==> config.mk <==
export PLATFORM = sky130hd
export DESIGN_NAME = pmu_top
export DESIGN_NICKNAME = d
export VERILOG_FILES = /design/src/hw/pmu_reg_pkg.sv /design/src/hw/pmu_event_pkg.sv /design/src/hw/reg_bus_if.sv /design/src/hw/panel_events.sv /design/src/hw/avr_spi_slave.sv /design/src/hw/reg_arbiter.sv /design/src/hw/pmu_regs.sv /design/src/hw/pmu_top.sv
export SDC_FILE = /design/constraint.sdc
export NUM_CORES = 1
export LEC_CHECK = 0
export ABC_AREA = 0
export BUFFER_PORTS_ARGS = -buffer_cell sky130_fd_sc_hd__buf_2
export CORE_ASPECT_RATIO = 0.6
export CORE_MARGIN = 2
export CORE_UTILIZATION = 52
export CTS_CLUSTER_SIZE = 28
export DETAILED_ROUTE_END_ITERATION = 12
export PLACE_DENSITY_LB_ADDON = 0.2
export SLEW_MARGIN = 20
export SYNTH_ARGS = -nofsm -noshare
export SYNTH_HDL_FRONTEND = slang
export SYNTH_HIERARCHICAL = 1
export SYNTH_SLANG_ARGS = --single-unit
export TNS_END_PERCENT = 10
==> constraint.sdc <==
create_clock -name bus_clk -period 6.81 [get_ports bus_clk]
set_clock_uncertainty 0.2 [all_clocks]
set_input_delay 2.043 -clock bus_clk [delete_from_list [all_inputs] [get_ports bus_clk]]
set_output_delay 2.043 -clock bus_clk [all_outputs]
set_load 0.01 [all_outputs]
==> src/hw/pmu_reg_pkg.sv <==
/*
 * PMU register map: address and data types, register addresses
 * and the layout of the 24-bit AVR SPI frame
 */
package pmu_reg_pkg;

  typedef logic [6:0]  reg_addr_t;
  typedef logic [15:0] reg_data_t;

  // Register addresses
  localparam reg_addr_t addr_id         = 7'h00;
  localparam reg_addr_t addr_scratch    = 7'h01;
  localparam reg_addr_t addr_irq_status = 7'h02;
  localparam reg_addr_t addr_irq_mask   = 7'h03;
  localparam reg_addr_t addr_pps_count  = 7'h04;
  localparam reg_addr_t addr_button     = 7'h05;

  // SPI frame, MSB first: {rd, addr[6:0], data[15:0]}
  localparam int spi_frame_bits = 24;
  localparam int spi_cmd_bits   = 8;
  localparam int spi_rd_bit     = 23;
  localparam int spi_addr_lsb   = 16;

endpackage

==> src/hw/pmu_event_pkg.sv <==
/*
 * Panel and timing event vector, shared by the event logic
 * and the IRQ status and mask registers
 */
package pmu_event_pkg;

  localparam int num_events = 3;

  // One single-cycle pulse per event
  typedef logic [num_events-1:0] event_vec_t;

  // Bit positions, also used for IRQ_STATUS and IRQ_MASK
  localparam int ev_press   = 0;
  localparam int ev_release = 1;
  localparam int ev_pps     = 2;

endpackage

==> src/hw/reg_bus_if.sv <==
/*
 * Request/acknowledge register bus between requesters,
 * the arbiter and the register file
 */
`timescale 1ns/1ps

interface reg_bus_if;
  import pmu_reg_pkg::*;

  logic      req;
  logic      we;
  reg_addr_t addr;
  reg_data_t wdata;
  reg_data_t rdata;
  // Single-cycle pulse, rdata valid with it on reads
  logic      ack;

  modport requester (
    output req, we, addr, wdata,
    input  rdata, ack
  );

  modport responder (
    input  req, we, addr, wdata,
    output rdata, ack
  );

endinterface

==> src/hw/panel_events.sv <==
/*
 * Panel events: synchronizes the on-switch and PPS inputs and
 * turns qualified edges into press, release and PPS pulses
 */
`timescale 1ns/1ps

module panel_events #(
  parameter int unsigned STABLE_CYCLES = 2
) (
  input  logic                      bus_clk,
  input  logic                      bus_rst,
  input  logic                      onswitch_n,
  input  logic                      pps,
  output pmu_event_pkg::event_vec_t events,
  output logic                      button_held,
  output logic                      pps_level
);
  import pmu_event_pkg::*;

  localparam int cnt_w = $clog2(STABLE_CYCLES + 1);
  // Bit 0 switch released (high), bit 1 PPS low
  localparam logic [1:0] idle_level = 2'b01;

  logic [1:0] sync_a;
  logic [1:0] sync_b;
  wire  [1:0] level;
  // One-cycle pulse when a new level is accepted
  wire  [1:0] accept;

  always_ff @(posedge bus_clk) begin
    if (bus_rst) begin
      sync_a <= idle_level;
      sync_b <= idle_level;
    end else begin
      sync_a <= {pps, onswitch_n};
      sync_b <= sync_a;
    end
  end

  // ----------------------------------------
  // Per-input stability qualifier
  // ----------------------------------------
  for (genvar i = 0; i < 2; i++) begin : g_qual
    logic             lvl;
    logic [cnt_w-1:0] cnt;
    logic             acc_q;

    always_ff @(posedge bus_clk) begin
      if (bus_rst) begin
        lvl   <= idle_level[i];
        cnt   <= '0;
        acc_q <= 1'b0;
      end else begin
        acc_q <= 1'b0;
        if (sync_b[i] == lvl) begin
          cnt <= '0;
        end else if (cnt == cnt_w'(STABLE_CYCLES - 1)) begin
          // New level held long enough
          lvl   <= sync_b[i];
          cnt   <= '0;
          acc_q <= 1'b1;
        end else begin
          cnt <= cnt + 1'b1;
        end
      end
    end

    assign level[i]  = lvl;
    assign accept[i] = acc_q;
  end

  always_comb begin
    events             = '0;
    // The accepted level gives the direction of the edge
    events[ev_press]   = accept[0] & ~level[0];
    events[ev_release] = accept[0] & level[0];
    events[ev_pps]     = accept[1] & level[1];
  end

  // Switch input is active low
  assign button_held = ~level[0];
  assign pps_level   = sync_b[1];

endmodule

==> src/hw/avr_spi_slave.sv <==
/*
 * AVR SPI slave, mode 0: turns 24-bit frames from the power
 * management controller into register bus reads and writes
 */
`timescale 1ns/1ps

module avr_spi_slave (
  input  logic         bus_clk,
  input  logic         bus_rst,
  input  logic         cs_n,
  input  logic         sck,
  input  logic         mosi,
  output logic         miso,
  reg_bus_if.requester bus
);
  import pmu_reg_pkg::*;

  localparam int cnt_w = $clog2(spi_frame_bits + 1);

  logic [2:0]                sync_a;
  logic [2:0]                sync_b;
  logic                      sck_d;
  logic                      cs_s;
  logic                      sck_s;
  logic                      mosi_s;
  logic                      sck_rise;
  logic                      sck_fall;
  logic [cnt_w-1:0]          bit_cnt;
  logic [spi_frame_bits-2:0] shift_in;
  logic [spi_frame_bits-1:0] shift_next;
  logic                      cmd_rd;
  logic                      frame_wr;
  reg_data_t                 shift_out;
  logic                      req_q;
  logic                      we_q;
  reg_addr_t                 addr_q;
  reg_data_t                 wdata_q;

  // Synchronizers, idle with cs_n high
  always_ff @(posedge bus_clk) begin
    if (bus_rst) begin
      sync_a <= 3'b100;
      sync_b <= 3'b100;
      sck_d  <= 1'b0;
    end else begin
      sync_a <= {cs_n, sck, mosi};
      sync_b <= sync_a;
      sck_d  <= sck_s;
    end
  end

  assign {cs_s, sck_s, mosi_s} = sync_b;
  assign sck_rise   = sck_s & ~sck_d;
  assign sck_fall   = ~sck_s & sck_d;
  assign shift_next = {shift_in, mosi_s};

  // Read issues after the command byte, write after the whole frame
  assign cmd_rd   = sck_rise && !cs_s && bit_cnt == cnt_w'(spi_cmd_bits - 1) &&
                    shift_next[spi_cmd_bits-1];
  assign frame_wr = sck_rise && !cs_s && bit_cnt == cnt_w'(spi_frame_bits - 1) &&
                    !shift_next[spi_rd_bit];

  // ----------------------------------------
  // Frame receive and request
  // ----------------------------------------
  always_ff @(posedge bus_clk) begin
    if (bus_rst) begin
      bit_cnt <= '0;
      req_q   <= 1'b0;
    end else begin
      if (cs_s) begin
        bit_cnt <= '0;
      end else if (sck_rise && bit_cnt != cnt_w'(spi_frame_bits)) begin
        bit_cnt <= bit_cnt + 1'b1;
      end
      // Held until ack, even if the frame is aborted meanwhile
      if (cmd_rd || frame_wr) begin
        req_q <= 1'b1;
      end else if (bus.ack) begin
        req_q <= 1'b0;
      end
    end
  end

  always_ff @(posedge bus_clk) begin
    if (sck_rise && !cs_s) begin
      shift_in <= shift_next[spi_frame_bits-2:0];
    end
    if (cmd_rd || frame_wr) begin
      we_q    <= frame_wr;
      addr_q  <= frame_wr ? shift_next[spi_rd_bit-1:spi_addr_lsb]
                          : shift_next[spi_cmd_bits-2:0];
      wdata_q <= shift_next[spi_addr_lsb-1:0];
    end
  end

  // ----------------------------------------
  // Read data out, changes on falling sck
  // ----------------------------------------
  always_ff @(posedge bus_clk) begin
    if (bus_rst || cs_s) begin
      shift_out <= '0;
      miso      <= 1'b0;
    end else if (req_q && bus.ack && !we_q) begin
      shift_out <= bus.rdata;
    end else if (sck_fall) begin
      miso      <= shift_out[$bits(reg_data_t)-1];
      shift_out <= shift_out << 1;
    end
  end

  assign bus.req   = req_q;
  assign bus.we    = we_q;
  assign bus.addr  = addr_q;
  assign bus.wdata = wdata_q;

endmodule

==> src/hw/reg_arbiter.sv <==
/*
 * Two-way register bus arbiter with alternating priority
 * between the host port and the SPI slave
 */
`timescale 1ns/1ps

module reg_arbiter (
  input  logic         bus_clk,
  input  logic         bus_rst,
  reg_bus_if.responder host,
  reg_bus_if.responder spi,
  reg_bus_if.requester regs
);

  typedef enum logic {
    st_idle,
    st_busy
  } state_t;

  state_t state;
  logic   sel_spi;
  logic   last_spi;
  // Blocks a new grant in the cycle after ack
  logic   hold;
  logic   busy;

  always_ff @(posedge bus_clk) begin
    if (bus_rst) begin
      state    <= st_idle;
      sel_spi  <= 1'b0;
      last_spi <= 1'b1;
      hold     <= 1'b0;
    end else begin
      hold <= 1'b0;
      case (state)
        st_idle: begin
          if (!hold && (host.req || spi.req)) begin
            state   <= st_busy;
            // Both present: serve the one not served last
            sel_spi <= spi.req && (!host.req || !last_spi);
          end
        end
        st_busy: begin
          if (regs.ack) begin
            state    <= st_idle;
            last_spi <= sel_spi;
            hold     <= 1'b1;
          end
        end
        default: state <= st_idle;
      endcase
    end
  end

  assign busy = (state == st_busy);

  // ----------------------------------------
  // Request mux and response routing
  // ----------------------------------------
  assign regs.req   = busy && (sel_spi ? spi.req : host.req);
  assign regs.we    = sel_spi ? spi.we    : host.we;
  assign regs.addr  = sel_spi ? spi.addr  : host.addr;
  assign regs.wdata = sel_spi ? spi.wdata : host.wdata;

  assign host.ack   = busy && !sel_spi && regs.ack;
  assign spi.ack    = busy && sel_spi && regs.ack;
  assign host.rdata = (busy && !sel_spi) ? regs.rdata : '0;
  assign spi.rdata  = (busy && sel_spi) ? regs.rdata : '0;

endmodule

==> src/hw/pmu_regs.sv <==
/*
 * PMU register file: ID, scratch, sticky IRQ status with
 * write-one-to-clear, IRQ mask, PPS counter and button state
 */
`timescale 1ns/1ps

module pmu_regs #(
  parameter pmu_reg_pkg::reg_data_t FW_VERSION = 16'h0100
) (
  input  logic                      bus_clk,
  input  logic                      bus_rst,
  input  pmu_event_pkg::event_vec_t events,
  input  logic                      button_held,
  reg_bus_if.responder              bus,
  output logic                      irq
);
  import pmu_reg_pkg::*;
  import pmu_event_pkg::*;

  reg_data_t  scratch;
  reg_data_t  pps_count;
  reg_data_t  rd_val;
  reg_data_t  rdata_q;
  event_vec_t status;
  event_vec_t mask;
  event_vec_t w1c;
  logic       ack_q;
  logic       access;
  logic       wr;

  // One ack per held request
  assign access = bus.req && !ack_q;
  assign wr     = access && bus.we;
  assign w1c    = (wr && bus.addr == addr_irq_status) ? bus.wdata[num_events-1:0] : '0;

  always_comb begin
    case (bus.addr)
      addr_id:         rd_val = FW_VERSION;
      addr_scratch:    rd_val = scratch;
      addr_irq_status: rd_val = reg_data_t'(status);
      addr_irq_mask:   rd_val = reg_data_t'(mask);
      addr_pps_count:  rd_val = pps_count;
      addr_button:     rd_val = reg_data_t'(button_held);
      default:         rd_val = '0;
    endcase
  end

  // ----------------------------------------
  // Control state and interrupt
  // ----------------------------------------
  always_ff @(posedge bus_clk) begin
    if (bus_rst) begin
      ack_q     <= 1'b0;
      mask      <= '0;
      status    <= '0;
      pps_count <= '0;
      irq       <= 1'b0;
    end else begin
      ack_q <= access;
      if (wr && bus.addr == addr_irq_mask) begin
        mask <= bus.wdata[num_events-1:0];
      end
      // A new event wins over a clear of the same bit
      status <= (status & ~w1c) | events;
      if (events[ev_pps]) begin
        pps_count <= pps_count + 1'b1;
      end
      irq <= |(status & mask);
    end
  end

  always_ff @(posedge bus_clk) begin
    if (access) begin
      rdata_q <= rd_val;
    end
    if (wr && bus.addr == addr_scratch) begin
      scratch <= bus.wdata;
    end
  end

  assign bus.ack   = ack_q;
  assign bus.rdata = rdata_q;

endmodule

==> src/hw/pmu_top.sv <==
/*
 * PMU housekeeping top: panel events, AVR SPI slave and host
 * port sharing one register file through an arbiter
 */
`timescale 1ns/1ps

module pmu_top #(
  parameter pmu_reg_pkg::reg_data_t FW_VERSION    = 16'h0100,
  parameter int unsigned            STABLE_CYCLES = 2
) (
  input  logic                   bus_clk,
  input  logic                   bus_rst,
  input  logic                   host_req,
  input  logic                   host_we,
  input  pmu_reg_pkg::reg_addr_t host_addr,
  input  pmu_reg_pkg::reg_data_t host_wdata,
  output pmu_reg_pkg::reg_data_t host_rdata,
  output logic                   host_ack,
  input  logic                   onswitch_n,
  input  logic                   pps,
  input  logic                   avr_cs_n,
  input  logic                   avr_sck,
  input  logic                   avr_mosi,
  output logic                   avr_miso,
  output logic                   irq,
  output logic                   pps_level
);
  import pmu_event_pkg::*;

  event_vec_t events;
  logic       button_held;

  reg_bus_if host_bus ();
  reg_bus_if spi_bus ();
  reg_bus_if regs_bus ();

  // Host port onto its bus
  assign host_bus.req   = host_req;
  assign host_bus.we    = host_we;
  assign host_bus.addr  = host_addr;
  assign host_bus.wdata = host_wdata;
  assign host_rdata     = host_bus.rdata;
  assign host_ack       = host_bus.ack;

  panel_events #(
    .STABLE_CYCLES (STABLE_CYCLES)
  ) u_panel_events (
    .bus_clk     (bus_clk),
    .bus_rst     (bus_rst),
    .onswitch_n  (onswitch_n),
    .pps         (pps),
    .events      (events),
    .button_held (button_held),
    .pps_level   (pps_level)
  );

  avr_spi_slave u_avr_spi_slave (
    .bus_clk (bus_clk),
    .bus_rst (bus_rst),
    .cs_n    (avr_cs_n),
    .sck     (avr_sck),
    .mosi    (avr_mosi),
    .miso    (avr_miso),
    .bus     (spi_bus.requester)
  );

  reg_arbiter u_reg_arbiter (
    .bus_clk (bus_clk),
    .bus_rst (bus_rst),
    .host    (host_bus.responder),
    .spi     (spi_bus.responder),
    .regs    (regs_bus.requester)
  );

  pmu_regs #(
    .FW_VERSION (FW_VERSION)
  ) u_pmu_regs (
    .bus_clk     (bus_clk),
    .bus_rst     (bus_rst),
    .events      (events),
    .button_held (button_held),
    .bus         (regs_bus.responder),
    .irq         (irq)
  );

endmodule

==> metrics.txt, run 1 <==
Routed Antenna Nets=0; vias in the first global route=about 3,600; Pint=approximately 0.0015 W; cts-stage hold buffer count=0; EDFF count, synth=79; fin nets=598; asr flop ratio synth=0; post-route setup slack=~2.5 ns; Worst Path Required=roughly 6.7 ns; Yosys top cell by area=edfxtp_1; Yosys top cell area share=0.375; switching share of power=0.210; Crit. End Element=flip-flop; XOR/XNOR Fraction of Synth Area=0.0194; status=finished, final reports clean; total routed wirelength=between 10 and 15 mm; WP data arrival=a little over 4 ns; port buffer count=roughly 50; Tot GR Track Use=0.199; clock tree buffer depth=2; die area=~13,000 µm²; post-synthesis simple-gate area fraction=0.151; Fmax=about 230 MHz; Initial DRT Pass Iterations=5; Worst-path clk slew=roughly 0.060 ns; Final min period=4.30 ns; Ant. Diodes=0; final period utilization=0.631; fin. max-slew vios=0; CTS root buffer=clkbuf_16; non-filler cells, final=739; final hold vios=0; pre-CTS WS=between 1.5 and 2 ns; # Post-CTS Setup Buffers=0; most frequent cell after synthesis=edfxtp_1; Adder-Cell Fraction of Synth Area=0.00989; DRC Markers=0; Synthesis Warnings=6; Yosys cell types=52; Seq pwr share=0.492; vias per cell=around 5.5; Final TNS setup=0 ns; Yosys reg bits=approximately 150; Commonest cells post-synth=79 x edfxtp_1, 70 x dfxtp_1, 44 x nor2_1; max_cap viols=0; HPWL after DPL=approximately 8.5 mm; H-tree level count=4; Avg Cell Area, Syn=about 12 µm²; Lkg Pwr=2.74 nW; pwr/cell area=between 200 and 300 nW/µm²; Comb power frac=0.034; first-pass GRT wire length=approximately 20 mm; dpl cells=around 710; TritonCTS Buffers=17; Slew HR=0.261; ranking of synthesized cells by area=edfxtp_1 38%, dfxtp_1 22%, mux2_4 5.5%, mux2i_1 3.8%, nor2_1 2.6%; VDD IR-drop max=between 150 and 200 µV; synthesized area=~6300 µm²; post-synthesis mux area share=0.110; Avg WL per Cell=between 15 and 20 µm; Compound-Gate Fraction of Synth Area=0.0742; clock power share=0.473; die width=146 µm; Syn Nets=553; GP Congestion=~0.89; remaining global-route overflow=0; cts repair resizes=0; top-level port count=52; fillers=974; Detailed Route Iter0 Violations=271; layout cells sized above 1=0.240; Worst Max-Slew Pin Slew=~1.1 ns; initial antenna violation count=0; setup violators final=0; die height=between 80 and 90 µm; routed via count=around 4,000; sw power=0.000410 W; sequential share of the synthesized area=0.597; Hold WC Path Type=reg2reg; Clock Latency Late Sink=roughly 0.42 ns; Placeable Area=about 12,000 µm²; RSZ-0062 raised after global routing=no; # clock sinks=149; critical path class=in2reg; CTS tree=built; Starting Density=0.529; pin count of the biggest net entering global routing=between 50 and 60; Synth Flop Type=edfxtp_1; Gate Count Post-Synth=between 500 and 600; Cell Rows=31; layout overhead on the synthesized area=14.5%; startpoint types=input port; largest family of logic cells by synthesized area=simple AND/OR/NAND/NOR gates; crit-path max FO=16
power by group through the flow:
stage	clock, W	combinational (W)	sequential [W]
after floorplan	0	0.0000471	0.000973
after global placement	0	0.0000658	0.000977
after detailed placement	0	0.0000672	0.000977
after CTS	0.000937	0.0000674	0.000958
after global routing	0.000979	0.0000742	0.000959
final	0.000922	0.0000671	0.000958
path summary, 6_finish.rpt:
kind | endpoint | slack (ns) | depth (start not counted) | from
worst max-delay path | u_pmu_regs/scratch[14] | 2.51 | 5 | host_addr[5]
worst min register to register | u_avr_spi_slave/sync_b[2] | 0.22 | 1 | u_avr_spi_slave/sync_a[2]
worst max register to register | u_pmu_regs/scratch[14] | 3.23 | 5 | u_reg_arbiter/sel_spi
worst min-delay path | u_avr_spi_slave/sync_b[2] | 0.22 | 1 | u_avr_spi_slave/sync_a[2]
registers in the layout, indices dropped and copies added, names as in the netlist, 4 cells and up:
register                   count
u_avr_spi_slave/bus.wdata     16
u_pmu_regs/bus.rdata          16
u_avr_spi_slave/shift_out     16
u_avr_spi_slave/bus.addr       7
u_avr_spi_slave/bit_cnt        5
u_pmu_regs/scratch            16
u_avr_spi_slave/shift_in      23
u_panel_events/g_qual.cnt      4
u_pmu_regs/pps_count          16
per-layer routing:
| metal | GRT usage | vias up | wire (µm) |
|---|---|---|---|
| met2 | 0.287 | 107 | 5300 |
| met4 | 0.0503 | 0 | 108 |
| met3 | 0.0587 | 12 | 613 |
| met1 | 0.295 | 1963 | 6370 |
| met5 | 0 | - | 0 |
| li1 | - | 1958 | - |
layout make-up:
cell class | count | area (µm²) | area share
inverters | 16 | 60.1 | 0.00830
clock inverters | 10 | 91.3 | 0.0126
flip-flops and latches | 149 | 3770 | 0.521
repair buffers | 54 | 278 | 0.0384
clock buffers | 22 | 495 | 0.0684
multi-input cells | 323 | 2330 | 0.322
well taps | 165 | 206 | 0.0285
cell families after synthesis:
group                      Yosys count
muxes                               57
DFF                                149
AOI/OAI and AO/OA                   78
and+or+nand+nor                    169
adders and majority gates            5
buffers and inverters               44
xor gates and xnor gates            14
cells in the final DEF, fill, tap and decap left out, types with 10 or more instances in the layout:
cell       instances
o21ai_0           22
dfxtp_1           69
buf_2             51
and2_1            17
clkbuf_16         18
mux2i_1           24
and3_1            17
a21oi_1           28
inv_1             16
a22oi_1           14
mux2_4            23
nand2_1           15
edfxtp_1          79
nor2b_1           12
nor2_1            42
mux2_2            10
worst max-delay path, stage by stage:
cell and delay [ns]:
buf_2 0.09, mux2_4 0.25, or4_1 0.69, or2_2 0.41, nor3_4 0.64
stage by stage:
stage	util	hold WS (ns)	cell area [µm²]	power, W
after floorplan	-	0.189	6320	0.00102
after global placement	0.556	0.195	6640	0.00104
after detailed placement	0.556	0.205	6640	0.00104
after CTS	0.605	0.222	7220	0.00196
after global routing	0.606	0.229	7240	0.00201
final	0.606	0.220	7240	0.00195
Note: power is estimated with default switching activity, not from simulation.
==> run 2: changes to the inputs <==
clock period = 3.9 ns   (was 6.81 ns; I/O delays follow)
==> run 2 against run 1 <==
  * Sequential share of layout area is 0.13 points lower
  * Hold slack worse by 0.011 ns
  * Routed wire length is 2.1% higher
  * Worst setup slack worse by 1.8 ns
  * Power is 74% higher
==> metrics.txt, run 2 (synthesized netlist as in run 1, its figures left out) <==
status=finished, final reports clean; Final min period=between 3 and 4 ns; Routed Antenna Nets=0; Cell Rows=31; R2R Setup Slk=0.98 ns; startpoint types=flip-flop; GP Congestion=0.857; Worst-path clk slew=0.07 ns; TritonCTS Buffers=17; Tot GR Track Use=0.205; H-tree level count=4; first-pass GRT wire length=about 20 mm; fin. max-slew vios=0; Detailed Route Iter0 Violations=approximately 300; cts-stage hold buffer count=0; DRC Markers=0; Crit. End Element=output port; Lkg Pwr=~2.7 nW; Starting Density=0.529; total routed wirelength=12.6 mm; Largest register FFs=23; pwr/cell area=approximately 470 nW/µm²; Placeable Area=about 12,000 µm²; die area=approximately 13,000 µm²; Fmax=slightly above 300 MHz; worst hold path stage count=1; slowest stage delay, CP=slightly below 0.5 ns; routed via count=slightly above 4,000; Worst Path Required=~2.5 ns; fillers=971; most frequent cells in the layout=79 x edfxtp_1, 69 x dfxtp_1, 51 x buf_2, 42 x nor2_1, 28 x a21oi_1; slowest CP cell=buf_4; top-level port count=52; worst hold start=u_avr_spi_slave/sync_a[2]; pin count of the biggest net entering global routing=44; Worst Max-Slew Pin Slew=~1.1 ns; setup violators final=0; final period utilization=0.829; Initial DRT Pass Iterations=4; layout overhead on the synthesized area=14.7%; Hold Path End=u_avr_spi_slave/sync_b[2]; Slew HR=0.272; critical path class=reg2out; Avg WL per Cell=around 17 µm; placement-stage cell area=approximately 6700 µm²; max_cap viols=0; total design power=roughly 0.0034 W; remaining global-route overflow=0; Hold WC Path Type=reg2reg; WP data arrival=between 1.5 and 2 ns; CTS tree=built; Final TNS setup=0 ns; Clock Latency Late Sink=roughly 0.43 ns; die height=about 89 µm; clock tree buffer depth=2; CP Cell Sequence=buf_4 > nor2b_4 > and2_1 > buf_2; Biggest register=u_avr_spi_slave/shift_in; post-route cell area=approximately 7300 µm²; initial antenna violation count=0; Ant. Diodes=0; RSZ-0062 raised after global routing=no; # clock sinks=roughly 150; vias in the first global route=roughly 3,800; RR Endpoint=u_avr_spi_slave/shift_out[6]; final design utilization=0.607; port buffer count=about 50; die width=about 150 µm; worst r2r path cells=5; final hold vios=0; vias per cell=~5.4; fin nets=approximately 600; # Post-CTS Setup Buffers=0; cts repair resizes=0; Buf/Inv on CP=2; layout cells sized above 1=0.244; commonest non-fill, non-tap cell in the layout=edfxtp_1; Top delay family on crit path=buffers and inverters; HPWL after DPL=~8.7 mm; crit-path max FO=just over 40; CTS root buffer=clkbuf_16; post-route setup slack=between 0.6 and 0.7 ns; VDD IR-drop max=291 µV; pre-CTS WS=0.377 ns; worst r2r src=u_reg_arbiter/sel_spi
-- run 2: changes by cell type in the layout (fill, tap and decap cells not counted), sizes merged --
cell      change
buf           +5
bufinv        +1
clkbuf        -4
clkinv        +2
clkinvlp      +2
inv           -1
-- run 2: how the worst max path moves through the flow --
stage | slack, ns | to | cells after the start | startpoint
after floorplan | 0.22 | u_pmu_regs/scratch[0] | 5 | host_addr[5]
after global placement | 0.42 | u_pmu_regs/scratch[8] | 6 | host_addr[5]
after detailed placement | 0.38 | u_pmu_regs/scratch[1] | 6 | host_addr[5]
after CTS | 0.65 | host_rdata[5] | 4 | u_reg_arbiter/sel_spi
after global routing | 0.55 | host_rdata[2] | 4 | u_reg_arbiter/sel_spi
final | 0.67 | host_rdata[5] | 4 | u_reg_arbiter/sel_spi
-- run 2: cell type report --
cell class,count,area (µm²),area share
Sequential cell,149,3770,0.520
Multi-Input combinational cell,323,2320,0.320
Clock buffer,18,429,0.0591
Timing Repair Buffer,59,315,0.0434
Tap cell,165,206,0.0284
Clock inverter,14,149,0.0205
Inverter,16,60.1,0.00828
-- run 2: through the flow --
stage	std cells	hold slack, ns
global route	744	0.225
finish	744	0.208
global placement	712	0.193
floorplan	516	0.189
detailed placement	712	0.192
CTS	744	0.208
-- run 2: worst register-to-register path, stage by stage (launching register included) --
cell and delay, ns:
dfxtp_2 0.41, buf_4 0.49, and3_4 0.35, nand3b_1 0.71, o21ai_0 0.52, a21oi_1 0.07
-- run 2: layer usage --
layer	vias to the layer above	global-route usage	part of all wire
li1	1982	-	-
met1	1929	0.289	0.49
met2	102	0.304	0.44
met3	17	0.0643	0.061
met4	0	0.0680	0.013
met5	-	0	0
-- run 2: power breakdown --
group,switching [W],internal (W)
logic,0.0000686,0.0000570
clock network,0.000652,0.000946
registers,0.00000968,0.00166
==> run 3: changes to the inputs <==
ABC_AREA = 1   (was 0)
clock period = 2.7 ns   (was 3.9 ns; I/O delays follow)
==> run 3 against run 2 <==
  * Flip-flop and latch count unchanged
  * First-iteration DRC count grew 30%
  * Global-route usage up 2.4 points
  * Combinational power rose by 38%
  * Power increased by 42%
  * Critical path type unchanged
  * Synthesized area up 5.8%
  * Via count is 26% higher
  * Sequential power increased by 44%
  * Hold slack worse by 0.010 ns
  * Final area grew 5.5%
  * Synthesized cell count grew 45%
  * Worst setup slack got worse by 0.44 ns
==> metrics.txt, run 3 <==
ranking of synthesized cells by area=edfxtp_1 35%, dfxtp_1 21%, nand2_1 11%, inv_1 5.0%, nand3_1 4.9%; Hold WC Path Type=reg2reg; dpl cells=roughly 960; Largest register FFs=23; final hold vios=0; layout overhead on the synthesized area=14.5%; die height=91.9 µm; post-synthesis simple-gate area fraction=0.298; pin count of the biggest net entering global routing=33; DRC Markers=0; top-level port count=52; Avg WL per Cell=14.6 µm; Final TNS setup=0 ns; Final min period=2.47 ns; TritonCTS Buffers=17; VDD IR-drop max=362 µV; Placeable Area=between 10,000 and 15,000 µm²; wl on met1=slightly above 7 mm; Cell Rows=32; Initial DRT Pass Iterations=5; pwr/cell area=~630 nW/µm²; largest family of logic cells by synthesized area=simple AND/OR/NAND/NOR gates; Yosys cell types=37; total design power=around 0.0048 W; final period utilization=0.915; Starting Density=0.527; die area=13,800 µm²; clock tree buffer depth=2; highest routing layer actually used=met4; critical path class=reg2out; Yosys top cell area share=0.355; first-pass GRT wire length=roughly 24 mm; initial antenna violation count=0; fin nets=845; Biggest register=u_avr_spi_slave/shift_in; Slew HR=0.476; remaining global-route overflow=0; HPWL after DPL=10.4 mm; synthesized area=6690 µm²; Yosys top cell by area=edfxtp_1; asr flop ratio synth=0; CTS tree=built; Crit. End Element=output port; most frequent cells in the layout=201 x nand2_1, 89 x inv_1, 79 x edfxtp_1, 78 x nor2_1, 70 x dfxtp_1; Tot GR Track Use=0.229; Worst Max-Slew Pin Slew=just under 0.8 ns; die width=~150 µm; Commonest cells post-synth=202 x nand2_1, 90 x inv_1, 79 x edfxtp_1, 79 x nor2_1, 70 x dfxtp_1; Syn Nets=786; crit-path max FO=25; fillers=approximately 1,100; H-tree level count=4; RSZ-0062 raised after global routing=no; Compound-Gate Fraction of Synth Area=0.0421; commonest non-fill, non-tap cell in the layout=nand2_1; routed wl met3=950 µm; Gate Count Post-Synth=749; startpoint types=flip-flop; max_cap viols=0; status=finished, final reports clean; Synthesis Warnings=6; routed via count=~5,100; CTS root buffer=clkbuf_16; # clock sinks=149; XOR/XNOR Fraction of Synth Area=0.00131; Yosys reg bits=roughly 150; Adder-Cell Fraction of Synth Area=0.00935; EDFF count, synth=a little under 80; post-synthesis mux area share=0; Worst Path Required=around 1.7 ns; setup violators final=0; non-filler cells, final=approximately 1,000; layout cells sized above 1=0.207; WP data arrival=1.46 ns; Clock Latency Late Sink=0.41 ns; FF/Latch Area=approximately 3800 µm²; Lkg Pwr=3.26 nW; area occupied by multi-input gates=approximately 2400 µm²; Fmax=roughly 400 MHz; wire length on met2=6.28 mm; Worst-path clk slew=about 0.06 ns; Routed Antenna Nets=0; fin. max-slew vios=0; Ant. Diodes=0; sequential share of the synthesized area=0.564; GP Congestion=0.910; port buffer count=51; hold slack=between 0.15 and 0.2 ns; Synth Flop Type=edfxtp_1; # Post-CTS Setup Buffers=0; Detailed Route Iter0 Violations=390; vias per cell=just over 5; Avg Cell Area, Syn=slightly below 9 µm²; vias in the first global route=4,847; final design utilization=0.603; total routed wirelength=around 14 mm; most frequent cell after synthesis=nand2_1
==> run 3: changes by cell type after synthesis, moves of 14 or more <==
cell	before	now
mux2_4	23	0
nand3_1	6	65
nor2_4	0	16
nand2_2	1	16
o21ai_0	22	7
inv_1	16	90
nand2_1	15	202
and2_1	17	0
nor2_1	44	79
and3_1	17	0
mux2i_1	24	0
a22oi_1	14	0
==> run 3: path summary, 6_finish.rpt <==
check,startpoint,end,slack [ns],cells after the start
hold reg to reg,u_avr_spi_slave/sync_a[1],u_avr_spi_slave/sync_b[1],0.20,2
setup reg to reg,u_reg_arbiter/sel_spi,u_pmu_regs/scratch[3],0.40,8
hold / removal,u_avr_spi_slave/sync_a[1],u_avr_spi_slave/sync_b[1],0.20,2
setup / recovery,u_reg_arbiter/sel_spi,host_rdata[6],0.23,4
==> run 3: power by group <==
group | leakage [nW] | switching [W] | internal, W
clock | 0.286 | 0.000980 | 0.00126
combinational | 1.68 | 0.000115 | 0.0000590
sequential | 1.29 | 0.0000156 | 0.00239
==> run 3: worst max-delay path, stage by stage, from the launching register on <==
cell     delay (ns)
dfxtp_1        0.34
inv_4          0.22
nand2_4        0.19
nor2_1         0.15
buf_2          0.15
==> run 3: layout make-up <==
type / count / share of cell area
clock buffers: 18 / 0.0588
multi-input cells: 476 / 0.310
flip-flops and latches: 149 / 0.493
well taps: 170 / 0.0278
repair buffers: 61 / 0.0431
inverters: 103 / 0.0528
clock inverters: 14 / 0.0142
==> run 3: cells by family after synthesis <==
family	after synthesis
compound gates	50
xor+xnor	1
fa+ha+maj	5
buf+inv	124
flops	149
simple gates	420
==> run 3: layer usage <==
| layer | up-vias | track usage |
|---|---|---|
| met5 | - | 0 |
| met4 | 0 | 0.0708 |
| met3 | 10 | 0.0488 |
| met2 | 185 | 0.332 |
| met1 | 2346 | 0.342 |
| li1 | 2520 | - |
==> run 3: per-stage QoR <==
step / area [µm²] / setup slack, ns
after global placement: 7100 / 0.318
after global routing: 7660 / 0.119
after detailed placement: 7100 / 0.276
final: 7660 / 0.230
after CTS: 7650 / 0.0761
after floorplan: 6730 / -0.00265
==> run 3: repair_timing <==
item / CTS / global route
endpoints found under the setup margin: 0 / 13
hold buffers: 0 / 0
gates resized for setup: 0 / 2
